--- src/verilog/env_pkg.sv ---
// shared widths, types and constants of the envelope generator
// levels and rates are unsigned 8 bit, the accumulator adds FRAC fraction bits
// register address is {envelope index, field}: fields 0-3 rates, 4-7 levels
package env_pkg;

    localparam int VOICES = 8;
    localparam int ENVS = 8;
    localparam int SLOTS = VOICES * ENVS;
    localparam int MAIN_ENV = 1; // main volume envelope
    localparam int FRAC = 22;
    localparam int RATE_SHIFT = 3; // kept small for short segments
    localparam logic [7:0] SUSTAIN_DEFAULT = 8'h7f;
    localparam int DEFAULT_ENVS = 3;
    localparam int CFG_AW = 6;
    localparam int FLD_SUSTAIN = 6; // level 3 within a register row

    typedef logic [$clog2(VOICES)-1:0] voice_t;
    typedef logic [$clog2(ENVS)-1:0] env_idx_t;
    typedef logic [7:0] level_t;
    typedef logic [7:0] rate_t;
    typedef logic [7+FRAC:0] level_acc_t;
    typedef logic [19:0] span_t;
    typedef logic [CFG_AW-1:0] cfg_addr_t;

    typedef enum logic [2:0] {
        IDLE,
        RATE1,
        RATE2,
        RATE3,
        SUSTAIN,
        RELEASE,
        HELD
    } env_state_t;

    typedef struct packed {
        voice_t voice;
        env_idx_t env; // fast field of the scan
    } slot_id_t;

    typedef struct packed {
        rate_t [3:0] rate; // [0] is rate 1
        level_t [3:0] level; // [2] is sustain
    } env_params_t;

    typedef struct packed {
        env_state_t state;
        level_acc_t acc;
        level_t start; // level at segment entry
        span_t remain;
    } slot_state_t;

    typedef struct packed {
        logic valid;
        slot_id_t slot;
        level_t level;
    } env_out_t;

endpackage

--- src/verilog/env_slot_scan.sv ---
// free running slot scanner, one slot per clock, envelope index counts fastest
// init covers exactly the first full pass after reset
`timescale 1ns/1ns

module env_slot_scan (
    input  logic               read,
    input  logic               iRST_N,
    output env_pkg::slot_id_t  slot,
    output logic               init
);

    logic [$bits(env_pkg::slot_id_t)-1:0] cnt;

    always_ff @(posedge read or negedge iRST_N) begin
        if (!iRST_N) begin
            cnt <= '0;
        end else begin
            cnt <= cnt + 1'b1; // wraps after the last slot
        end
    end

    always_ff @(posedge read or negedge iRST_N) begin
        if (!iRST_N) begin
            init <= 1'b1;
        end else if (cnt == ($bits(cnt))'(env_pkg::SLOTS - 1)) begin
            init <= 1'b0; // sweep done, stays low
        end
    end

    assign slot = env_pkg::slot_id_t'(cnt);

endmodule

--- config.mk ---
export PLATFORM = sky130hd
export DESIGN_NAME = env_slot_scan
export DESIGN_NICKNAME = d
export VERILOG_FILES = /design/src/verilog/env_pkg.sv /design/src/verilog/env_slot_scan.sv
export SDC_FILE = /design/constraint.sdc
export NUM_CORES = 1
export LEC_CHECK = 0
export ABC_AREA = 1
export BUFFER_PORTS_ARGS = -buffer_cell sky130_fd_sc_hd__buf_2
export CORE_AREA = 2 2 39 41
export DETAILED_ROUTE_END_ITERATION = 10
export DIE_AREA = 0 0 41 43
export PLACE_DENSITY_LB_ADDON = 0.08
export SLEW_MARGIN = 20
export SYNTH_ARGS = -nofsm -noshare
export SYNTH_HDL_FRONTEND = slang
export SYNTH_SLANG_ARGS = --single-unit
--- constraint.sdc ---
create_clock -name read -period 2 [get_ports read]
set_clock_uncertainty 0.05 [all_clocks]
set_input_delay 0.2 -clock read [delete_from_list [all_inputs] [get_ports read]]
set_output_delay 0.2 -clock read [all_outputs]
set_load 0.02 [all_outputs]
==> flow_summary.ini <==
[power]
ir_drop_uv = 254
p_per_area_nw_per_um2 = 744
leakage_nw = 0.202

[floorplanning]
initial_core_util = 0.199
ios = 9
die_h_um = 43
die_area_um2 = 1760
die_x_um = 41
rows = 14
core_um2 = 1380

[timing]
slew_headroom = 0.884
fmax_ghz = 0.847
final.setup.tns_ns = 0
tightest_slew_ns = 0.175
hold_viol = 0
layout_setup_ws_ns = 0.819
period_minus_slack_ns = 1.18
maxSlewViolCount = 0
rsz0062_at_grt = false
setup_viol = 0
period_share = 0.591

[layout]
fin_nets = 41
drive_gt1_frac = 0.324
final_core_util = 0.269
n_antenna_cell = 0
synthToLayoutAreaGrowth_pct = 35.0

[synthesis]
synth_cells = 24
synth_top_family_by_area = simple AND/OR/NAND/NOR gates
synthMuxAreaShare = 0
ys_seq_area_frac = 0.641
ys_ff_latch = 7
synth-simple-area-share = 0.123
yosysUniqueCellTypes = 11
syn_avg_cell_area_um2 = 11.5
yosysWarnings = 0
synthAdderAreaFrac = 0.0455
synth_xor_area_frac = 0.0955
synth_compound_area_frac = 0.0545
netlist_area_um2 = 275
syn_nets = 27

[clock_tree]
clk_path_buf_depth = 2
cts_buffers = 3
cts_resized = 0
tritoncts = yes
htreeDepth = 1
root_buffer = clkbuf_4
insertion_delay_ns = 0.25
cts_num_sinks = 7
clk_pin_slew_ns = 0.05

[worst_setup_path]
critPathLaunchType = register
crit_chain = buf_2
crit_path_end_kind = output port
path_buf_inv = 1
crit_type = register to output port
required_ns = 1.75
max_stage_delay_ns = 0.53
cpMaxStageDelayCell = dfstp_2
crit_fanout = 2
arrival_ns = 0.93
path_delay_family = flip-flops

[hold_path]
hp-class = input port to asynchronous set/reset pin

[status]
status = complete, no violations

[grt]
grt_overflow = 0
grt_pass1_vias = 224
grt_util_all_layers = 0.101
grt_pass1_wl_mm = 1.05
antenna_found_initial = 0
grt_max_degree = 8

[placed_design]
dp_slack_ns = 0.966
place_congestion = 0.599
hpwl_um = 441
port_buffers = 8

[route]
wl_per_cell_um = 11.3
drc = 0
routed_wl_um = 597
drtPass1Iterations = 1
drt_iter0_drc = 0
dr_total_vias = 211
vias_per_cell = 3.98
ant_nets = 0

[run]
cap_violations = 0
==> synthesized netlist by cell type <==
cell type  count  area share
inv_1          3       0.041
nand3_1        3       0.055
nor2_1         1       0.014
o21a_1         1       0.027
xnor2_1        2       0.064
ha_1           1       0.045
xor2_1         1       0.032
o21bai_1       1       0.027
nand2_1        4       0.055
dfstp_2        1       0.095
dfrtp_1        6        0.55
==> power breakdown <==
part	switching (mW)	internal, mW
clock network	0.0532	0.0762
logic	0.00307	0.00199
registers	0	0.142
total	0.0562	0.220
==> final cells by class <==
cell class,count,area [um2]
Clock buffer,4,26.3
Fill cell,161,1010
Inverter,3,11.3
Multi-Input combinational cell,14,87.6
Sequential cell,7,176
Tap cell,16,20.0
Timing Repair Buffer,9,50.0
==> through the flow <==
stage / cell area [um2] / hold WS (ns) / cells / power, mW
2_1_floorplan: 275 / -0.146 / 24 / 0.144
3_3_place_gp: 335 / -0.0104 / 48 / 0.148
3_5_place_dp: 335 / -0.00206 / 48 / 0.148
4_1_cts: 372 / 0.256 / 53 / 0.287
5_1_grt: 372 / 0.278 / 53 / 0.296
6_report: 372 / 0.264 / 53 / 0.276
==> registers in the layout (all words and copies together), names as in the netlist <==
name	count
slot	6
init	1
==> per-layer routing <==
| metal | track usage | share of wire | vias to the layer above |
|---|---|---|---|
| met2 | 0.131 | 0.50 | 8 |
| met3 | 0.0524 | 0.094 | 2 |
| met5 | 0 | 0 | - |
| met1 | 0.109 | 0.39 | 99 |
| met4 | 0.100 | 0.010 | 0 |
| li1 | - | - | 102 |
==> placed cells by master, fill, tap and decap left out <==
master | netlist | layout
buf_2 | 0 | 8
xor2_1 | 1 | 1
dfstp_2 | 1 | 1
o21bai_1 | 1 | 1
ha_1 | 1 | 1
nand3_1 | 3 | 3
nor2_1 | 1 | 1
xnor2_1 | 2 | 2
dfrtp_1 | 6 | 6
nand2_1 | 4 | 4
dlygate4sd3_1 | 0 | 1
clkbuf_4 | 0 | 3
inv_1 | 3 | 3
o21a_1 | 1 | 1
clkbuf_1 | 0 | 1
==> worst paths after layout <==
path,from,end,slack [ns],cells past startpoint
max in group asynchronous,iRST_N,init,1.40,2
min reg2reg,init,init,0.42,1
max reg2reg,slot[0],init,0.97,3
min,iRST_N,slot[4],0.26,2
max,init,init,0.82,1
min in group read,init,init,0.42,1
==> timing repair <==
action | 4_1_cts | 5_1_grt
hold buffers | 1 | 0
hold endpoints to repair | 7 | 0
setup buffers | 0 | 0
==> kinds of logic after synthesis <==
kind of cell | after synthesis
simple gates | 8
buf+inv | 3
fa+ha+maj | 1
xor+xnor | 3
compound gates | 2
flops | 7
No activity file was read; power rests on OpenSTA's default activity.
