### config.mk
export PLATFORM = sky130hd
export DESIGN_NAME = env_state_ram
export DESIGN_NICKNAME = d
export VERILOG_FILES = /design/src/verilog/env_pkg.sv /design/src/verilog/env_state_ram.sv
export SDC_FILE = /design/constraint.sdc
export NUM_CORES = 2
export LEC_CHECK = 0
export BUFFER_PORTS_ARGS = -buffer_cell sky130_fd_sc_hd__clkbuf_2
export CAP_MARGIN = 20
export CORE_MARGIN = 10
export CORE_UTILIZATION = 39
export DETAILED_ROUTE_END_ITERATION = 10
export PLACE_DENSITY = 0.63
export SLEW_MARGIN = 20
export SYNTH_ARGS = -nofsm -noshare
export SYNTH_HDL_FRONTEND = slang
export SYNTH_SLANG_ARGS = --single-unit
### constraint.sdc
create_clock -name read -period 5.4 [get_ports read]
set_input_delay 0.54 -clock read [delete_from_list [all_inputs] [get_ports read]]
set_output_delay 0.54 -clock read [all_outputs]
set_load 0.01 [all_outputs]
### src/verilog/env_pkg.sv
// shared widths, types and constants of the envelope generator
// levels and rates are unsigned 8 bit, the accumulator adds FRAC fraction bits
// register address is {envelope index, field}: fields 0-3 rates, 4-7 levels
package env_pkg;

    localparam int VOICES = 8;
    localparam int ENVS = 8;
    localparam int SLOTS = VOICES * ENVS;
    localparam int MAIN_ENV = 1; // main volume envelope
    localparam int FRAC = 22;
    localparam int RATE_SHIFT = 3; // kept small for short segments
    localparam logic [7:0] SUSTAIN_DEFAULT = 8'h7f;
    localparam int DEFAULT_ENVS = 3;
    localparam int CFG_AW = 6;
    localparam int FLD_SUSTAIN = 6; // level 3 within a register row

    typedef logic [$clog2(VOICES)-1:0] voice_t;
    typedef logic [$clog2(ENVS)-1:0] env_idx_t;
    typedef logic [7:0] level_t;
    typedef logic [7:0] rate_t;
    typedef logic [7+FRAC:0] level_acc_t;
    typedef logic [19:0] span_t;
    typedef logic [CFG_AW-1:0] cfg_addr_t;

    typedef enum logic [2:0] {
        IDLE,
        RATE1,
        RATE2,
        RATE3,
        SUSTAIN,
        RELEASE,
        HELD
    } env_state_t;

    typedef struct packed {
        voice_t voice;
        env_idx_t env; // fast field of the scan
    } slot_id_t;

    typedef struct packed {
        rate_t [3:0] rate; // [0] is rate 1
        level_t [3:0] level; // [2] is sustain
    } env_params_t;

    typedef struct packed {
        env_state_t state;
        level_acc_t acc;
        level_t start; // level at segment entry
        span_t remain;
    } slot_state_t;

    typedef struct packed {
        logic valid;
        slot_id_t slot;
        level_t level;
    } env_out_t;

endpackage

### src/verilog/env_state_ram.sv
// slot state memory, one entry per voice/envelope slot
// synchronous read and write on the same edge, no reset on contents
// reading the slot being written is not supported, the scanner avoids it
`timescale 1ns/1ns

module env_state_ram (
    input  logic                   read,
    input  env_pkg::slot_id_t      rd_slot,
    output env_pkg::slot_state_t   rd_data,
    input  logic                   we,
    input  env_pkg::slot_id_t      wr_slot,
    input  env_pkg::slot_state_t   wr_data
);

    env_pkg::slot_state_t mem [env_pkg::SLOTS];

    always_ff @(posedge read) begin
        if (we) begin
            mem[wr_slot] <= wr_data;
        end
    end

    always_ff @(posedge read) begin
        rd_data <= mem[rd_slot];
    end

endmodule

==> results.sh <==
export IMPL_comb_power_share=0.047
export IMPL_synth_fa_ha_area_frac=0
export IMPL_portBuffers=135
export IMPL_hp_class="input port to register"
export IMPL_cts_sinks=3965
export IMPL_fin_crit_sh=0.516
export IMPL_irDropWorstVdd_v=0.000285
export IMPL_p_clk_frac=0.418
export IMPL_synth_top_family_by_area="multiplexers"
export IMPL_synthMuxAreaShare=0.162
export IMPL_syn_inst=6344
export IMPL_seq_area_frac_synth=0.795
export IMPL_initial_core_util=0.392
export IMPL_ios=136
export IMPL_netSwitchingFraction=0.211
export IMPL_drtPass1Iterations=6
export IMPL_wl_per_cell_um=35.5
export IMPL_p_leak_nw=52.9
export IMPL_die_h_um=638
export IMPL_synthXorXnorAreaFrac=0
export IMPL_antenna_found_initial=34
export IMPL_cp_arrival_ps=3540
export IMPL_async_flop_share=0
export IMPL_synth_fp_nets=6419
export IMPL_drive_gt1_frac=0.285
export IMPL_grt_pass1_vias=73100
export IMPL_synth_enable_flop_cells=3904
export IMPL_hold_buffers=0
export IMPL_die_area_mm2=0.407
export IMPL_overflow=0
export IMPL_root_buffer="clkbuf_16"
export IMPL_clkTransAtPathRegs_ps=60
export IMPL_post_cts_setup_buffer_count=0
export IMPL_synth_top_area_cell="edfxtp_1"
export IMPL_clkLatencyLatePin_ps=950
export IMPL_synth_compound_area_share=0.0210
export IMPL_setup_ws_ps=2610
export IMPL_pre_cts_ws_ps=1780
export IMPL_ff_latch_area_mm2=0.118
export IMPL_finalNetCount=6850
export IMPL_syn_to_final_growth_pct=14.4
export IMPL_maxSlewViolCount=0
export IMPL_synth_area_leaders="edfxtp_1 79%, mux4_2 15%, mux2i_1 1.1%"
export IMPL_vias=73000
export IMPL_drt_total_wl_um=429000
export IMPL_ctsResizeCount=0
export IMPL_synth_common_cells="3,904 x edfxtp_1, 997 x mux4_2, 207 x nor2_1"
export IMPL_rsz0062_at_grt="false"
export IMPL_drtIter0Drc=10100
export IMPL_power_frac_seq=0.534
export IMPL_crit_path_start_kind="input port"
export IMPL_viasPerCell=6.03
export IMPL_ys_flop_type="edfxtp_1"
export IMPL_p_int_mw=50.6
export IMPL_avgSynthCellArea_um2=23.5
export IMPL_cts_max_path_buffers=4
export IMPL_fin_tns_setup_ps=0
export IMPL_cellPowerDensity_mw_per_mm2=376
export IMPL_worstSetupPathType="input port to register"
export IMPL_dp_hpwl_um=232000
export IMPL_drc=0
export IMPL_status="completed"
export IMPL_synthSimpleGateAreaFrac=0.0104
export IMPL_cts_tree="built"
export IMPL_endpoint_kind="register"
export IMPL_clock_skew_ps=84.6
export IMPL_power_switching_mw=13.5
export IMPL_slew_headroom=0.225
export IMPL_worst_pin_slew_ps=1160
export IMPL_grt_usage=0.206
export IMPL_numCtsBuffers=386
export IMPL_grt_pass1_wl_um=595000
export IMPL_die_w_um=638
export IMPL_grt_max_degree=113
export IMPL_ys_seq_elements=3965
export IMPL_period_minus_slack_ps=2790
export IMPL_multi_input_area_mm2=0.0294
export IMPL_cts_max_level=5
export IMPL_place_congestion=0.772
export IMPL_crit_required_ps=6150
export IMPL_coreArea_mm2=0.380
export IMPL_ant_nets=0
export IMPL_synth_most_common_cell="edfxtp_1"
export IMPL_crit_fanout=59
export IMPL_row_count=226
export IMPL_hold_viol_final=0
export IMPL_max_freq_ghz=0.359
export IMPL_setup_violations=0
export IMPL_syn_area_mm2=0.149
export IMPL_yosysWarnings=0
export IMPL_fill_cells=31100
export IMPL_synth_top_area_frac=0.787
export IMPL_maxCapViolations=0
export IMPL_synth_cell_type_count=35
## critical path, cell delays in order
cell	delay [ps]
buf_8	500
buf_4	380
nand3_2	430
buf_4	530
o221ai_1	630
a21oi_1	80
a21oi_1	190
nor2_1	70
## layout make-up
cell class / instances / area share
flip-flops and latches: 3965 / 0.695
multi-input cells: 2021 / 0.173
clock buffers: 509 / 0.0614
well taps: 5016 / 0.0368
repair buffers: 400 / 0.0224
clock inverters: 183 / 0.0115
diodes: 8 / 0.000117
inverters: 1 / 0.0000220
## sequential cells by signal (all words and copies together) (netlist names)
register	cells
mem	3904
rd_data	61
## cells by family after synthesis
logic type             after synthesis
AOI/OAI and AO/OA                  475
buffers and inverters              358
DFF                               3965
muxes                             1170
and+or+nand+nor                    376
## per-layer routing
layer,up-vias,global-route usage,share of wire
met5,-,0,0.00044
met2,4259,0.337,0.49
met3,771,0.0488,0.10
met4,28,0.0645,0.035
li1,28100,-,-
met1,39900,0.274,0.37
## through the flow
stage | power [mW] | util | hold WS (ps) | cell area [µm²] | cells
global route | 65.7 | 0.449 | 137 | 170000 | 12100
finish | 64.1 | 0.449 | 131 | 170000 | 12100
global placement | 37.9 | 0.415 | 843 | 158000 | 11400
detailed placement | 37.9 | 0.416 | 843 | 158000 | 11400
floorplan | 36.4 | - | 639 | 149000 | 6344
CTS | 64.4 | 0.449 | 222 | 170000 | 12100
## power groups by stage
stage	registers (mW)	logic [mW]	clock network [mW]
after CTS	34.3	3.04	27.1
after global routing	34.2	3.20	28.3
after global placement	34.9	2.97	0
final	34.2	3.03	26.8
after detailed placement	34.9	3.03	0
after floorplan	34.8	1.59	0
## layout by cell type (no fill, tap or decap), types with 8 or more instances in the layout
cell type | Yosys | final
a221oi_1 | 100 | 100
nor3_1 | 22 | 20
o221ai_1 | 50 | 50
clkinv_2 | 0 | 63
o22ai_1 | 110 | 110
a31oi_1 | 22 | 22
nor2_4 | 0 | 63
mux2i_1 | 171 | 171
buf_2 | 105 | 21
edfxtp_1 | 3904 | 3904
dfxtp_1 | 61 | 61
bufinv_16 | 0 | 37
nor2_1 | 207 | 144
clkbuf_2 | 0 | 89
clkbuf_16 | 0 | 392
clkbuf_8 | 0 | 22
buf_12 | 0 | 79
a21oi_1 | 80 | 80
buf_4 | 46 | 202
clkbuf_1 | 156 | 95
nand2_1 | 106 | 104
o21ai_0 | 106 | 106
mux4_2 | 997 | 997
diode_2 | 0 | 8
clkinv_1 | 1 | 61
## path summary, 6_finish.rpt
path | from | slack [ps] | end | depth (start not counted)
max | rd_slot[1] | 2610 | rd_data[58] | 8
min | wr_data[19] | 130 | mem[1][19] | 1
max reg2reg | mem[6][34] | 3270 | rd_data[34] | 5
min reg2reg | mem[54][15] | 850 | rd_data[15] | 5
(Power assumes the default switching activity.)
