## src/verilog/env_pkg.sv

```systemverilog
// shared widths, types and constants of the envelope generator
// levels and rates are unsigned 8 bit, the accumulator adds FRAC fraction bits
// register address is {envelope index, field}: fields 0-3 rates, 4-7 levels
package env_pkg;

    localparam int VOICES = 8;
    localparam int ENVS = 8;
    localparam int SLOTS = VOICES * ENVS;
    localparam int MAIN_ENV = 1; // main volume envelope
    localparam int FRAC = 22;
    localparam int RATE_SHIFT = 3; // kept small for short segments
    localparam logic [7:0] SUSTAIN_DEFAULT = 8'h7f;
    localparam int DEFAULT_ENVS = 3;
    localparam int CFG_AW = 6;
    localparam int FLD_SUSTAIN = 6; // level 3 within a register row

    typedef logic [$clog2(VOICES)-1:0] voice_t;
    typedef logic [$clog2(ENVS)-1:0] env_idx_t;
    typedef logic [7:0] level_t;
    typedef logic [7:0] rate_t;
    typedef logic [7+FRAC:0] level_acc_t;
    typedef logic [19:0] span_t;
    typedef logic [CFG_AW-1:0] cfg_addr_t;

    typedef enum logic [2:0] {
        IDLE,
        RATE1,
        RATE2,
        RATE3,
        SUSTAIN,
        RELEASE,
        HELD
    } env_state_t;

    typedef struct packed {
        voice_t voice;
        env_idx_t env; // fast field of the scan
    } slot_id_t;

    typedef struct packed {
        rate_t [3:0] rate; // [0] is rate 1
        level_t [3:0] level; // [2] is sustain
    } env_params_t;

    typedef struct packed {
        env_state_t state;
        level_acc_t acc;
        level_t start; // level at segment entry
        span_t remain;
    } slot_state_t;

    typedef struct packed {
        logic valid;
        slot_id_t slot;
        level_t level;
    } env_out_t;

endpackage

```

## src/verilog/env_stepper.sv

```systemverilog
// per-slot envelope FSM, advances one slot by one tick each clock
// cur and params belong to the slot presented on the previous cycle
// step comes from a combinational signed divider, truncating toward zero
`timescale 1ns/1ns

module env_stepper (
    input  logic                         read,
    input  logic                         iRST_N,
    input  env_pkg::slot_id_t            slot,
    input  logic                         init,
    input  logic [env_pkg::VOICES-1:0]   keys_on,
    input  env_pkg::env_params_t         params,
    input  env_pkg::slot_state_t         cur,
    output logic                         we,
    output env_pkg::slot_id_t            wr_slot,
    output env_pkg::slot_state_t         wr_data,
    output env_pkg::env_out_t            env_out,
    output logic [env_pkg::VOICES-1:0]   voice_free
);

    env_pkg::slot_id_t slot_d;
    logic init_d;
    logic issued;
    logic key;
    logic [1:0] seg;
    env_pkg::level_t target;
    logic signed [31:0] step;
    env_pkg::slot_state_t nxt;

    // ticks in a segment
    function automatic env_pkg::span_t span_of(env_pkg::rate_t rate);
        return (env_pkg::span_t'(rate) * env_pkg::span_t'(rate)) << env_pkg::RATE_SHIFT;
    endfunction

    function automatic logic signed [31:0] step_of(env_pkg::level_t tgt,
                                                   env_pkg::level_t start,
                                                   env_pkg::span_t span);
        logic signed [31:0] num;
        logic signed [31:0] den;
        num = ($signed({24'd0, tgt}) - $signed({24'd0, start})) <<< env_pkg::FRAC;
        den = $signed({12'd0, span});
        if (span == '0) begin
            return '0;
        end
        return num / den;
    endfunction

    function automatic env_pkg::level_t lvl_of(env_pkg::level_acc_t acc);
        return env_pkg::level_t'(acc >> env_pkg::FRAC);
    endfunction

    function automatic env_pkg::level_acc_t acc_of(env_pkg::level_t lvl);
        return env_pkg::level_acc_t'(lvl) << env_pkg::FRAC;
    endfunction

    // start a segment from acc; rate 0 also parks a holding state
    function automatic env_pkg::slot_state_t enter_seg(env_pkg::env_state_t st,
                                                       env_pkg::level_acc_t acc,
                                                       env_pkg::rate_t rate);
        env_pkg::slot_state_t s;
        s.state = st;
        s.acc = acc;
        s.start = lvl_of(acc);
        s.remain = span_of(rate);
        return s;
    endfunction

    // align slot tag with RAM and params
    always_ff @(posedge read or negedge iRST_N) begin
        if (!iRST_N) begin
            slot_d <= '0;
            init_d <= 1'b1;
            issued <= 1'b0;
        end else begin
            slot_d <= slot;
            init_d <= init;
            issued <= 1'b1; // first real slot is in stage 1
        end
    end

    assign key = keys_on[slot_d.voice];

    always_comb begin
        case (cur.state)
            env_pkg::RATE1: seg = 2'd0;
            env_pkg::RATE2: seg = 2'd1;
            env_pkg::RATE3: seg = 2'd2;
            default:        seg = 2'd3; // release
        endcase
    end

    assign target = params.level[seg];
    assign step = step_of(target, cur.start, span_of(params.rate[seg]));

    always_comb begin
        nxt = cur;
        case (cur.state)
            env_pkg::IDLE: begin
                if (key) begin
                    nxt = enter_seg(env_pkg::RATE1, '0, params.rate[0]);
                end else begin
                    nxt = enter_seg(env_pkg::IDLE, '0, '0);
                end
            end
            env_pkg::RATE1, env_pkg::RATE2, env_pkg::RATE3: begin
                if (!key) begin
                    nxt = enter_seg(env_pkg::RELEASE, cur.acc, params.rate[3]);
                end else if (cur.remain != '0) begin
                    nxt.acc = cur.acc + env_pkg::level_acc_t'(step);
                    nxt.remain = cur.remain - 1'b1;
                end else if (cur.state == env_pkg::RATE1) begin
                    nxt = enter_seg(env_pkg::RATE2, acc_of(target), params.rate[1]);
                end else if (cur.state == env_pkg::RATE2) begin
                    nxt = enter_seg(env_pkg::RATE3, acc_of(target), params.rate[2]);
                end else begin
                    nxt = enter_seg(env_pkg::SUSTAIN, acc_of(target), '0);
                end
            end
            env_pkg::SUSTAIN: begin
                if (!key) begin
                    nxt = enter_seg(env_pkg::RELEASE, cur.acc, params.rate[3]);
                end else begin
                    nxt = enter_seg(env_pkg::SUSTAIN, acc_of(params.level[2]), '0);
                end
            end
            env_pkg::RELEASE: begin
                if (key) begin
                    nxt = enter_seg(env_pkg::RATE1, cur.acc, params.rate[0]); // retrigger
                end else if (cur.remain != '0) begin
                    nxt.acc = cur.acc + env_pkg::level_acc_t'(step);
                    nxt.remain = cur.remain - 1'b1;
                end else if (params.level[3] == '0) begin
                    nxt = enter_seg(env_pkg::IDLE, '0, '0);
                end else begin
                    nxt = enter_seg(env_pkg::HELD, acc_of(params.level[3]), '0);
                end
            end
            env_pkg::HELD: begin
                if (key) begin
                    nxt = enter_seg(env_pkg::RATE1, cur.acc, params.rate[0]);
                end else if (params.level[3] == '0) begin
                    nxt = enter_seg(env_pkg::IDLE, '0, '0);
                end else begin
                    nxt = enter_seg(env_pkg::HELD, acc_of(params.level[3]), '0);
                end
            end
            default: nxt = enter_seg(env_pkg::IDLE, '0, '0);
        endcase
    end

    // init sweep writes cleared entries
    assign we = issued;
    assign wr_slot = slot_d;
    assign wr_data = init_d ? enter_seg(env_pkg::IDLE, '0, '0) : nxt;

    always_ff @(posedge read or negedge iRST_N) begin
        if (!iRST_N) begin
            env_out <= '0;
            voice_free <= '1;
        end else begin
            env_out.valid <= we & ~init_d;
            env_out.slot <= wr_slot;
            env_out.level <= lvl_of(wr_data.acc);
            if (we && wr_slot.env == env_pkg::env_idx_t'(env_pkg::MAIN_ENV)) begin
                voice_free[wr_slot.voice] <= (wr_data.state == env_pkg::IDLE) ||
                                             (wr_data.state == env_pkg::HELD);
            end
        end
    end

endmodule
```

## config.mk

```make
export PLATFORM = sky130hd
export DESIGN_NAME = env_stepper
export DESIGN_NICKNAME = d
export VERILOG_FILES = /design/src/verilog/env_pkg.sv /design/src/verilog/env_stepper.sv
export SDC_FILE = /design/constraint.sdc
export NUM_CORES = 2
export LEC_CHECK = 0
export ABC_AREA = 1
export BUFFER_PORTS_ARGS = -buffer_cell sky130_fd_sc_hd__buf_4
export CORE_UTILIZATION = 65
export CTS_BUF_LIST = sky130_fd_sc_hd__clkbuf_8
export DETAILED_ROUTE_END_ITERATION = 6
export GPL_ROUTABILITY_DRIVEN = 0
export HOLD_SLACK_MARGIN = 0.12
export PLACE_DENSITY = 0.84
export REMOVE_ABC_BUFFERS = 1
export SLEW_MARGIN = 10
export SYNTH_ARGS = -nofsm -noshare
export SYNTH_HDL_FRONTEND = slang
export SYNTH_SLANG_ARGS = --single-unit
export TNS_END_PERCENT = 50
```

## constraint.sdc

```tcl
create_clock -name read -period 155 [get_ports read]
set_clock_uncertainty 0.1 [all_clocks]
set_input_delay 38.75 -clock read [delete_from_list [all_inputs] [get_ports read]]
set_output_delay 38.75 -clock read [all_outputs]
set_load 0.05 [all_outputs]
```

==> results_dict.tcl <==
set metrics [dict create \
    slew_violations 0 \
    critPathMaxFanout 44 \
    setup.worst_path.start_class "input port" \
    ant_nets 0 \
    slowest_delay_ns 0.69 \
    drive_gt1_share_pct 12.32 \
    io_buffers 232 \
    grt-ovfl-total 0 \
    final_common_cell "nand2_1" \
    met1Wirelength_um 51580 \
    ys_seq_elements 31 \
    top_layer_used "met5" \
    core_mm2 0.06047 \
    hold_violations 0 \
    crit_buf_inv 68 \
    syn_area_per_cell_um2 5.952 \
    synthCells 6709 \
    relSlewSlack_pct 26.31 \
    worstSetupEndpointType "output pin" \
    pre_cts_ws_ns 12.99 \
    synth_edf_count 0 \
    cts-root-buf "clkbuf_8" \
    status "complete, but fails checks" \
    worstPathRequired_ns 116.15 \
    vias 44904 \
    worst_path_max_delay_cell "nand3_1" \
    finalCritPeriodShare_pct 92.75 \
    cts_resized 0 \
    antenna_found_initial 10 \
    wl_per_cell_um 17.23 \
    arrival_ns 104.91 \
    fill_cells 5553 \
    final_cell_mix "nand2_1 (1618), inv_1 (1111), nor2_1 (639), ha_1 (490), a21oi_1 (487)" \
    finalCriticalPeriod_ns 143.76 \
    final_nets 7583 \
    postCtsHoldBufs 0 \
    die_x_um 249.9 \
    drcViolationCount 6 \
    routed_wl_um 131200 \
    yosys.cell_types.count 92 \
    worstSkewPairLatency_ns 0.29 \
    ys_seq_area_share_pct 1.971 \
    cts_tree "yes" \
    worstSetupPathType "in2out" \
    wl_met3_um 16320 \
    cts_num_sinks 31 \
    start_util_pct 66.03 \
    die_area_mm2 0.06243 \
    path_common_cell "nand2_1" \
    clk_pin_slew_ns 0.06 \
    place_hpwl_um 106500 \
    ys.flop_type "dfrtp_1" \
    syn2layout_area_growth_pct 4.490 \
    row_count 90 \
    dr.pass1.iters 7 \
    max-cap-violations 0 \
    fmax_mhz 6.956 \
    via_per_inst 5.896 \
    critical_path.top_delay_family "simple AND/OR/NAND/NOR gates" \
    ys_warn_count 0 \
    die_y_um 249.9 \
    multiInputGateArea_mm2 0.03345 \
    synthArstFlopShare_pct 100.0 \
    cts_setup_buffers 0 \
    grt_max_degree 57 \
    fin_setup_tns_ns 0 \
    grtUsageTotal_pct 40.42 \
    rsz0062_at_grt "no" \
    drt_iter0_markers 5195 \
    pin_count 233 \
    regArea_um2 787.0 \
    hp-class "reg2reg" \
    setup_viol 0 \
    htreeDepth 2 \
    worst_slew_pin_slew_ns 1.097 \
    cts-buffers-inserted 5 \
    grt_pass1_wl_um 207700 \
    first_global_vias 41198 \
    cts_buffer_depth 2 \
    syn_area_mm2 0.03993 \
    route.met2.wl_um 56120 \
    fin_ws_ns 11.24 \
    failed_checks "DRC" \
]
[per-layer routing]
metal / global-route usage, % / up-vias
met2: 64.80 / 2543
met5: 0 / -
li1: - / 21844
met1: 52.00 / 20028
met4: 19.65 / 8
met3: 7.363 / 481
[state kept, by name (all words and copies together) (netlist names)]
register	flops
we	1
init_d	1
env_out	15
wr_slot	6
voice_free	8
[metrics by stage]
step,utilization [%],area [µm²],hold WS (ns),cells
after CTS,68.97,41700,0.3483,7608
after global routing,68.99,41720,0.3397,7613
after floorplan,-,38660,0.4998,6560
final,69.00,41720,0.3458,7616
after global placement,68.79,41600,0.3201,7600
after detailed placement,68.79,41600,0.3401,7600
[layout make-up]
cell class                 instances  share of cell area, %
tap                              782                  2.345
timing repair buffer             258                  4.642
inverter                        1168                  10.66
antenna                            8                0.04798
multi-input combinational       5361                  80.17
clock inverter                     1                0.01799
clock buffer                       7                 0.2309
sequential                        31                  1.886
[kinds of logic (layout without fill, tap and decap cells)]
logic type | after synthesis | in the layout | share of synthesized area (%)
xor+xnor | 325 | 325 | 7.147
compound gates | 1143 | 1143 | 16.15
mux | 6 | 6 | 0.1629
fa+ha+maj | 616 | 616 | 21.67
simple gates | 3269 | 3269 | 38.55
buf+inv | 1317 | 1434 | 14.33
flops | 31 | 31 | 1.971
other cells | 2 | 10 | 0.01881
[path summary, 6_finish.rpt]
path                                 endpoint  slack, ns  cells past startpoint        from
worst max-delay path              wr_data[57]      11.24                    389     cur[60]
worst min-delay path               env_out[8]       0.35                      0  wr_slot[0]
worst max register to register  voice_free[6]     150.77                     16  wr_slot[3]
worst min register to register     env_out[8]       0.35                      0  wr_slot[0]
max in group asynchronous       voice_free[5]     116.19                      1      iRST_N
min in group asynchronous          env_out[9]      38.28                      1      iRST_N
[worst register-to-register path: stages, from the launching register on]
cell and delay [ns]:
dfrtp_1 0.54, inv_1 0.24, nand2_1 0.11, a21oi_1 0.06
o21ai_0 0.24, nand2_2 0.09, buf_4 0.31, nor2_1 0.78
inv_1 0.41, a21oi_1 0.31, a21oi_1 0.08, o21bai_1 0.21
nand2_1 0.07, inv_1 0.11, nand2_1 0.06, o211ai_1 0.27
o21ai_0 0.17
[synth_stat cells (9+ instances only)]
master    number  area, µm²
ha_1         490       6131
a31oi_1       27      168.9
o21a_1        22      165.2
fa_1         126       2522
a21oi_1      487       2437
o31ai_1       19      142.6
nand2_1     1619       6077
o21ai_1       14      70.07
inv_2         30      112.6
xor2_1       155       1358
nand3_2       79      790.8
nand2_4       68      765.7
dfstp_2        9      236.5
o21bai_1      25      187.7
a221oi_1       9      78.83
inv_1       1113       4178
nand3_4       19      332.8
o21ai_0      404       2022
clkbuf_1      67      251.5
nor3_1       113      565.5
a21o_1        16      120.1
o22ai_1       13      81.33
nand4_1       67      419.2
o211ai_1      17      127.6
xnor2_1      169       1480
nand2_2      190       1189
nand3_1      291       1456
nand3b_1      25      187.7
dfrtp_1       22      550.5
a211oi_1      14      105.1
nor2_2        34      212.7
nor4_1        32      200.2
a32o_1         9      90.09
nor2_1       640       2402
buf_6         23      259.0
o21ai_2       12      105.1
clkbuf_8      42      578.1
nor2_4        20      225.2
or2_2         40      250.2
Power is left out: the tool's default activity adds up to more than one toggle a clock period on the data nets, which glitch-free logic cannot reach.
