### config.mk
export PLATFORM = sky130hd
export DESIGN_NAME = env_param_regs
export DESIGN_NICKNAME = d
export VERILOG_FILES = /design/src/verilog/env_pkg.sv /design/src/verilog/env_param_regs.sv
export SDC_FILE = /design/constraint.sdc
export NUM_CORES = 1
export LEC_CHECK = 0
export BUFFER_PORTS_ARGS = -buffer_cell sky130_fd_sc_hd__buf_2
export CORE_UTILIZATION = 30
export CTS_CLUSTER_SIZE = 30
export DETAILED_ROUTE_END_ITERATION = 8
export GPL_TIMING_DRIVEN = 0
export PLACE_DENSITY = 0.55
export SYNTH_ARGS = -nofsm -noshare
export SYNTH_HDL_FRONTEND = slang
export SYNTH_SLANG_ARGS = --single-unit
### constraint.sdc
create_clock -name read -period 5.15 [get_ports read]
set_input_delay 1.03 -clock read [delete_from_list [all_inputs] [get_ports read]]
set_output_delay 1.03 -clock read [all_outputs]
set_load 0.005 [all_outputs]
### src/verilog/env_pkg.sv
// shared widths, types and constants of the envelope generator
// levels and rates are unsigned 8 bit, the accumulator adds FRAC fraction bits
// register address is {envelope index, field}: fields 0-3 rates, 4-7 levels
package env_pkg;

    localparam int VOICES = 8;
    localparam int ENVS = 8;
    localparam int SLOTS = VOICES * ENVS;
    localparam int MAIN_ENV = 1; // main volume envelope
    localparam int FRAC = 22;
    localparam int RATE_SHIFT = 3; // kept small for short segments
    localparam logic [7:0] SUSTAIN_DEFAULT = 8'h7f;
    localparam int DEFAULT_ENVS = 3;
    localparam int CFG_AW = 6;
    localparam int FLD_SUSTAIN = 6; // level 3 within a register row

    typedef logic [$clog2(VOICES)-1:0] voice_t;
    typedef logic [$clog2(ENVS)-1:0] env_idx_t;
    typedef logic [7:0] level_t;
    typedef logic [7:0] rate_t;
    typedef logic [7+FRAC:0] level_acc_t;
    typedef logic [19:0] span_t;
    typedef logic [CFG_AW-1:0] cfg_addr_t;

    typedef enum logic [2:0] {
        IDLE,
        RATE1,
        RATE2,
        RATE3,
        SUSTAIN,
        RELEASE,
        HELD
    } env_state_t;

    typedef struct packed {
        voice_t voice;
        env_idx_t env; // fast field of the scan
    } slot_id_t;

    typedef struct packed {
        rate_t [3:0] rate; // [0] is rate 1
        level_t [3:0] level; // [2] is sustain
    } env_params_t;

    typedef struct packed {
        env_state_t state;
        level_acc_t acc;
        level_t start; // level at segment entry
        span_t remain;
    } slot_state_t;

    typedef struct packed {
        logic valid;
        slot_id_t slot;
        level_t level;
    } env_out_t;

endpackage

### src/verilog/env_param_regs.sv
// rate and level registers, 8 bytes per envelope index, shared by all voices
// writes land on the strobe edge, read data follows one cycle after cfg_read
// params holds the row of scan_env presented on the previous cycle
`timescale 1ns/1ns

module env_param_regs (
    input  logic                  read,
    input  logic                  iRST_N,
    input  env_pkg::cfg_addr_t    cfg_addr,
    input  env_pkg::level_t       cfg_wdata,
    input  logic                  cfg_write,
    input  logic                  cfg_read,
    output env_pkg::level_t       cfg_rdata,
    input  env_pkg::env_idx_t     scan_env,
    output env_pkg::env_params_t  params
);

    env_pkg::level_t regs [env_pkg::SLOTS];

    always_ff @(posedge read or negedge iRST_N) begin
        if (!iRST_N) begin
            for (int i = 0; i < env_pkg::SLOTS; i++) begin
                if ((i / 8) < env_pkg::DEFAULT_ENVS && (i % 8) == env_pkg::FLD_SUSTAIN) begin
                    regs[i] <= env_pkg::SUSTAIN_DEFAULT; // audible sustain on first envs
                end else begin
                    regs[i] <= '0;
                end
            end
        end else if (cfg_write) begin
            regs[cfg_addr] <= cfg_wdata;
        end
    end

    always_ff @(posedge read or negedge iRST_N) begin
        if (!iRST_N) begin
            cfg_rdata <= '0;
        end else if (cfg_read) begin
            cfg_rdata <= regs[cfg_addr]; // held until next read
        end
    end

    // row lookup for the stepper, lines up with the state RAM read
    always_ff @(posedge read) begin
        for (int f = 0; f < 4; f++) begin
            params.rate[f] <= regs[{scan_env, 3'(f)}];
            params.level[f] <= regs[{scan_env, 3'(f + 4)}];
        end
    end

endmodule

==> impl_metrics.tcl, run 1 <==
set metrics [dict create \
    outcome "complete, but fails checks" \
    violations "capacitance limit, slew limit" \
    holdBufCountCts 0 \
    leakage_nw 14.7 \
    die_w_um 314 \
    criticalPathCategory "in -> reg" \
    p_per_area_nw_per_um2 393 \
    firstDrtPassIters 7 \
    die-area_um2 98500 \
    synthArstFlopShare 0.890 \
    fp.dieH_um 314 \
    cp_data_required_time_ns 5.68 \
    num-fill-cells 9358 \
    port_buffers 79 \
    synth_cells 2007 \
    final-hold-violation-count 0 \
    yosys.area.top_type_share 0.428 \
    cts-buffers-inserted 67 \
    synth_edf_count 0 \
    clock_skew_ns 0.0288 \
    worstSetupStartpointType "primary input" \
    multi_input_area_um2 14000 \
    cts_tree "yes" \
    rows 114 \
    wl_per_cell_um 42.8 \
    route.detailed.drc 0 \
    cp.arrival_ns 4.49 \
    maxCapViolations 1 \
    grt_pass1_vias 21950 \
    syn2layout_area_growth_pct 15.1 \
    place_congestion 1.03 \
    r2r-end "cfg_rdata[0]$_DFFE_PN0P_" \
    stdcell_area_um2 33600 \
    hold_path.class "in -> async" \
    path_clk_slew_ns 0.06 \
    synthTopCellsByArea "dfrtp_1, mux2_2, mux4_2" \
    synth_area_per_cell_um2 14.5 \
    fmax_ghz 0.253 \
    layout-drive-gt1-share 0.508 \
    yosysWarnings 0 \
    clk_path_buf_depth 3 \
    vias 21951 \
    postCtsSetupBuffers 0 \
    fin_tns_setup_ns 0 \
    overflow 0 \
    root_buffer "clkbuf_16" \
    io_pins 93 \
    ys.flop_type "dfrtp_1" \
    regArea_um2 14300 \
    start_util 0.302 \
    synth_seq_area_share 0.491 \
    tightest_slew_ns 1.54 \
    core_area_um2 96600 \
    final_net_count 2180 \
    wirelength_um 150000 \
    peakVddDrop_mv 0.219 \
    post-route-util 0.348 \
    r2r-start "regs[96]$_DFFE_PN0P_" \
    worstPathMaxFanout 10 \
    reg2reg_slack_ns 2.66 \
    cp-end-kind "register" \
    h-tree-depth 3 \
    post_cts_resized 0 \
    dpl_cell_area_um2 31300 \
    ys_seq_elements 584 \
    reg2reg_depth 6 \
    first_iter_violations 3120 \
    maxSlewViolCount 11 \
    detail-route-antenna-nets 0 \
    numClockSinks 584 \
    min_period_over_period 0.768 \
    place_inst 3366 \
    grt_usage 0.302 \
    grt_pass1_wl_um 198000 \
    p_total_mw 13.2 \
    rsz0062_at_grt "no" \
    place_hpwl_um 103000 \
    synth_top_area_cell "dfrtp_1" \
    grt_max_degree 117 \
    maxSlewHeadroom -0.0270 \
    yosysUniqueCellTypes 59 \
    synth_nets 2028 \
    antenna_found_initial 6 \
    fin_crit_ns 3.95 \
    clock_latency_ns 0.65 \
    avgViaCountPerCell 6.29 \
    setup_viol 0 \
    syn-cell-area_um2 29200 \
    finalNonFillerCells 3491 \
]
[cell usage in the layout (no fill, tap or decap), drive strengths merged, types with 7 or more instances in the layout]
master | Yosys | final
o21ai | 32 | 32
a22oi | 33 | 33
a22o | 12 | 12
nand3 | 13 | 13
dfxtp | 64 | 64
o22a | 7 | 7
mux2i | 75 | 75
nand2 | 53 | 53
dfrtp | 499 | 499
mux2 | 616 | 616
o22ai | 18 | 18
mux4 | 162 | 162
a221oi | 44 | 44
buf | 84 | 167
clkbuf | 83 | 189
nor2 | 62 | 62
a221o | 9 | 9
dfstp | 21 | 21
a21oi | 39 | 39
clkinv | 0 | 10
inv | 3 | 9
[cell families after synthesis]
kind of cell           Yosys count  synth area share
AO/OA/AOI/OAI                  235            0.0583
buffers and inverters          170            0.0282
flip-flops                     584             0.491
multiplexers                   853             0.390
AND/OR/NAND/NOR                165            0.0330
[worst max-delay path by stage]
stage | start | to | slack [ns] | cells after the start
final | cfg_addr[2] | cfg_rdata[7]$_DFFE_PN0P_ | 1.20 | 8
after global routing | cfg_addr[2] | cfg_rdata[7]$_DFFE_PN0P_ | 1.48 | 8
after CTS | cfg_addr[2] | cfg_rdata[7]$_DFFE_PN0P_ | 1.58 | 8
after detailed placement | cfg_addr[2] | cfg_rdata[7]$_DFFE_PN0P_ | 0.92 | 8
after global placement | iRST_N | regs[455]$_DFFE_PN0P_ | -7.89 | 1
after floorplan | cfg_addr[1] | cfg_rdata[7]$_DFFE_PN0P_ | 2.54 | 7
[sequential cells by signal, indices dropped and copies added (netlist names)]
name / count
cfg_rdata: 8
params: 64
regs: 512
[layout make-up]
cell class / instances / share of cell area
Antenna cell: 1 / 0.0000745
Buffer: 167 / 0.0242
Clock buffer: 106 / 0.0631
Clock inverter: 18 / 0.00521
Inverter: 3 / 0.000335
Multi-Input combinational cell: 1253 / 0.418
Sequential cell: 584 / 0.426
Tap cell: 1276 / 0.0475
Timing Repair Buffer: 83 / 0.0153
[metrics by stage]
step	worst slack (ns)	hold WS, ns
floorplan	2.54	0.475
global placement	-7.89	0.505
detailed placement	0.923	0.516
CTS	1.58	0.431
global route	1.48	0.452
finish	1.20	0.400
[report_power, final]
group | internal, mW | leakage, nW | total, mW | switching [mW]
combinational | 1.07 | 6.18 | 2.32 | 1.25
clock | 2.95 | 1.14 | 5.05 | 2.10
sequential | 5.23 | 7.37 | 5.82 | 0.592
[synth_stat cells (all sizes together) (2+ instances only)]
cell type and count:
o2111ai 4, a221o 9, o32a 5, and3 6, o211ai 6, o21ai 32
mux2i 75, dfrtp 499, o221ai 6, nand3b 2, a22oi 33, nor3b 2
a22o 12, clkbuf 83, o22ai 18, mux4 162, o2bb2ai 3, a311oi 2
nand2b 4, a32o 2, a211oi 3, inv 3, o22a 7, buf 84
or3b 2, and2b 2, a221oi 44, nand3 13, dfstp 21, mux2 616
dfxtp 64, and2 4, nor2 62, a21oi 39, a32oi 3, and3b 2
nand2 53, nor2b 4, a31oi 4, or2 3, nor3 4
[critical path, stage by stage]
cell	delay [ns]
buf_2	0.21
buf_6	0.22
nor2_2	0.82
clkbuf_1	1.07
a221oi_1	0.19
o21ai_0	0.22
o2111ai_1	0.26
o32a_1	0.40
[metal layers]
metal  up-vias  global-route usage  wire [um]
met3       496               0.101      17400
met5         -                   0         37
met4         6               0.206      11700
met1     11664               0.391      58300
met2      1742               0.424      62000
li1       8043                   -          -
(Power assumes the default switching activity.)
==> run 2, diff against run 1 <==
PLACE_DENSITY = 0.57   (was 0.55)
clock period = 3.35 ns   (was 5.15 ns; I/O delays follow)
==> impl_metrics.tcl, run 2 (synthesis results as in run 1) <==
set metrics [dict create \
    outcome "complete, but fails checks" \
    violations "capacitance limit" \
    start_util 0.302 \
    numClockSinks 584 \
    largest_reg_flops 512 \
    final-hold-violation-count 0 \
    top_register "regs" \
    p_int_mw 14.2 \
    dp_slack_ns -0.364 \
    worstSetupStartpointType "primary input" \
    place_hpwl_um 105000 \
    fp.dieH_um 314 \
    stdcell_area_um2 33600 \
    route.detailed.drc 0 \
    clock_skew_ns 0.0275 \
    whs_ns 0.0608 \
    layout-drive-gt1-share 0.509 \
    reg2reg_depth 6 \
    rsz0062_at_grt "no" \
    core_area_um2 96600 \
    fin_tns_setup_ns 0 \
    hold_path.class "in -> async" \
    cp-end-kind "register" \
    grt_usage 0.301 \
    place_congestion 0.994 \
    pwr-share-seq 0.443 \
    firstDrtPassIters 6 \
    wl_per_cell_um 42.5 \
    cp.arrival_ns 3.83 \
    antenna_found_initial 8 \
    grt_pass1_wl_um 199000 \
    overflow 0 \
    num-fill-cells 9360 \
    die_w_um 314 \
    mostFrequentLayoutCells "mux2_2, dfrtp_1, mux4_2, buf_2, clkbuf_1" \
    io_pins 93 \
    worstPathMaxFanout 10 \
    syn2layout_area_growth_pct 15.2 \
    p_comb_frac 0.175 \
    wirelength_um 149000 \
    root_buffer "clkbuf_16" \
    leakage_nw 14.7 \
    fin_crit_ns 3.30 \
    avgViaCountPerCell 6.24 \
    p_clk_frac 0.382 \
    maxSlewViolCount 0 \
    cts-buffers-inserted 68 \
    die-area_um2 98500 \
    cts_tree "yes" \
    clock_latency_ns 0.64 \
    layout_commonest_cell "mux2_2" \
    cp_data_required_time_ns 3.88 \
    p_switching_mw 6.12 \
    holdBufCountCts 0 \
    min_period_over_period 0.985 \
    tightest_slew_ns 1.50 \
    first_iter_violations 2866 \
    sw_frac_of_total 0.301 \
    h-tree-depth 3 \
    post-route-util 0.348 \
    criticalPathCategory "in -> reg" \
    maxSlewHeadroom 0.000195 \
    final_net_count 2181 \
    grt_max_degree 118 \
    path_clk_slew_ns 0.07 \
    setup_viol 0 \
    finalWorstSetupSlack_ns 0.0496 \
    clk_path_buf_depth 3 \
    post_cts_resized 0 \
    grt_pass1_vias 21841 \
    rows 114 \
    peakVddDrop_mv 0.310 \
    vias 21823 \
    dpl_cell_area_um2 31300 \
    fmax_ghz 0.303 \
    port_buffers 79 \
    detail-route-antenna-nets 0 \
    maxCapViolations 1 \
    p_per_area_nw_per_um2 604 \
    postCtsSetupBuffers 0 \
]
## run 2: critical path, stage by stage
cell,delay [ns]
buf_2,0.21
buf_6,0.22
nor2_2,0.63
clkbuf_1,1.06
a221oi_1,0.18
o21ai_0,0.17
o2111ai_1,0.25
o32a_1,0.40
## run 2: layer usage
metal / share of wire / wire, um / track usage / vias to the layer above
li1: - / - / - / 8034
met2: 0.42 / 61700 / 0.424 / 1637
met3: 0.12 / 17900 / 0.114 / 458
met1: 0.40 / 58800 / 0.392 / 11688
met4: 0.068 / 10100 / 0.179 / 6
met5: 0.00022 / 33 / 0 / -
## run 2: through the flow
stage	instances	total power [mW]
after floorplan	2007	10.7
after global placement	3362	12.4
after detailed placement	3366	12.5
after CTS	3492	20.2
after global routing	3492	20.8
final	3495	20.3
## run 2: area by class of cell
type,instances,area (um2),share of cell area
Clock inverter,26,230,0.00685
Tap cell,1276,1600,0.0475
Timing Repair Buffer,83,515,0.0153
Clock buffer,100,2070,0.0616
Buffer,167,813,0.0242
Inverter,3,11.3,0.000335
Multi-Input combinational cell,1253,14000,0.418
Antenna cell,3,7.51,0.000223
Sequential cell,584,14300,0.426
## run 2: path summary, 6_finish.rpt
| kind | startpoint | end | slack [ns] |
|---|---|---|---|
| min | iRST_N | regs[94]$_DFFE_PN0P_ | 0.06 |
| max | cfg_addr[2] | cfg_rdata[7]$_DFFE_PN0P_ | 0.05 |
| min in group read | regs[504]$_DFFE_PN0P_ | regs[504]$_DFFE_PN0P_ | 0.53 |
| max reg2reg | regs[104]$_DFFE_PN0P_ | cfg_rdata[0]$_DFFE_PN0P_ | 1.20 |
| max in group asynchronous | iRST_N | regs[360]$_DFFE_PN0P_ | 1.74 |
| min reg2reg | regs[504]$_DFFE_PN0P_ | regs[504]$_DFFE_PN0P_ | 0.53 |
## run 2: power groups by stage
stage	clock network, mW	registers [mW]	logic [mW]
5_1_grt	8.10	9.06	3.64
6_report	7.76	9.00	3.55
2_1_floorplan	0	8.61	2.06
3_5_place_dp	0	9.06	3.44
3_3_place_gp	0	9.02	3.40
4_1_cts	7.81	8.94	3.46
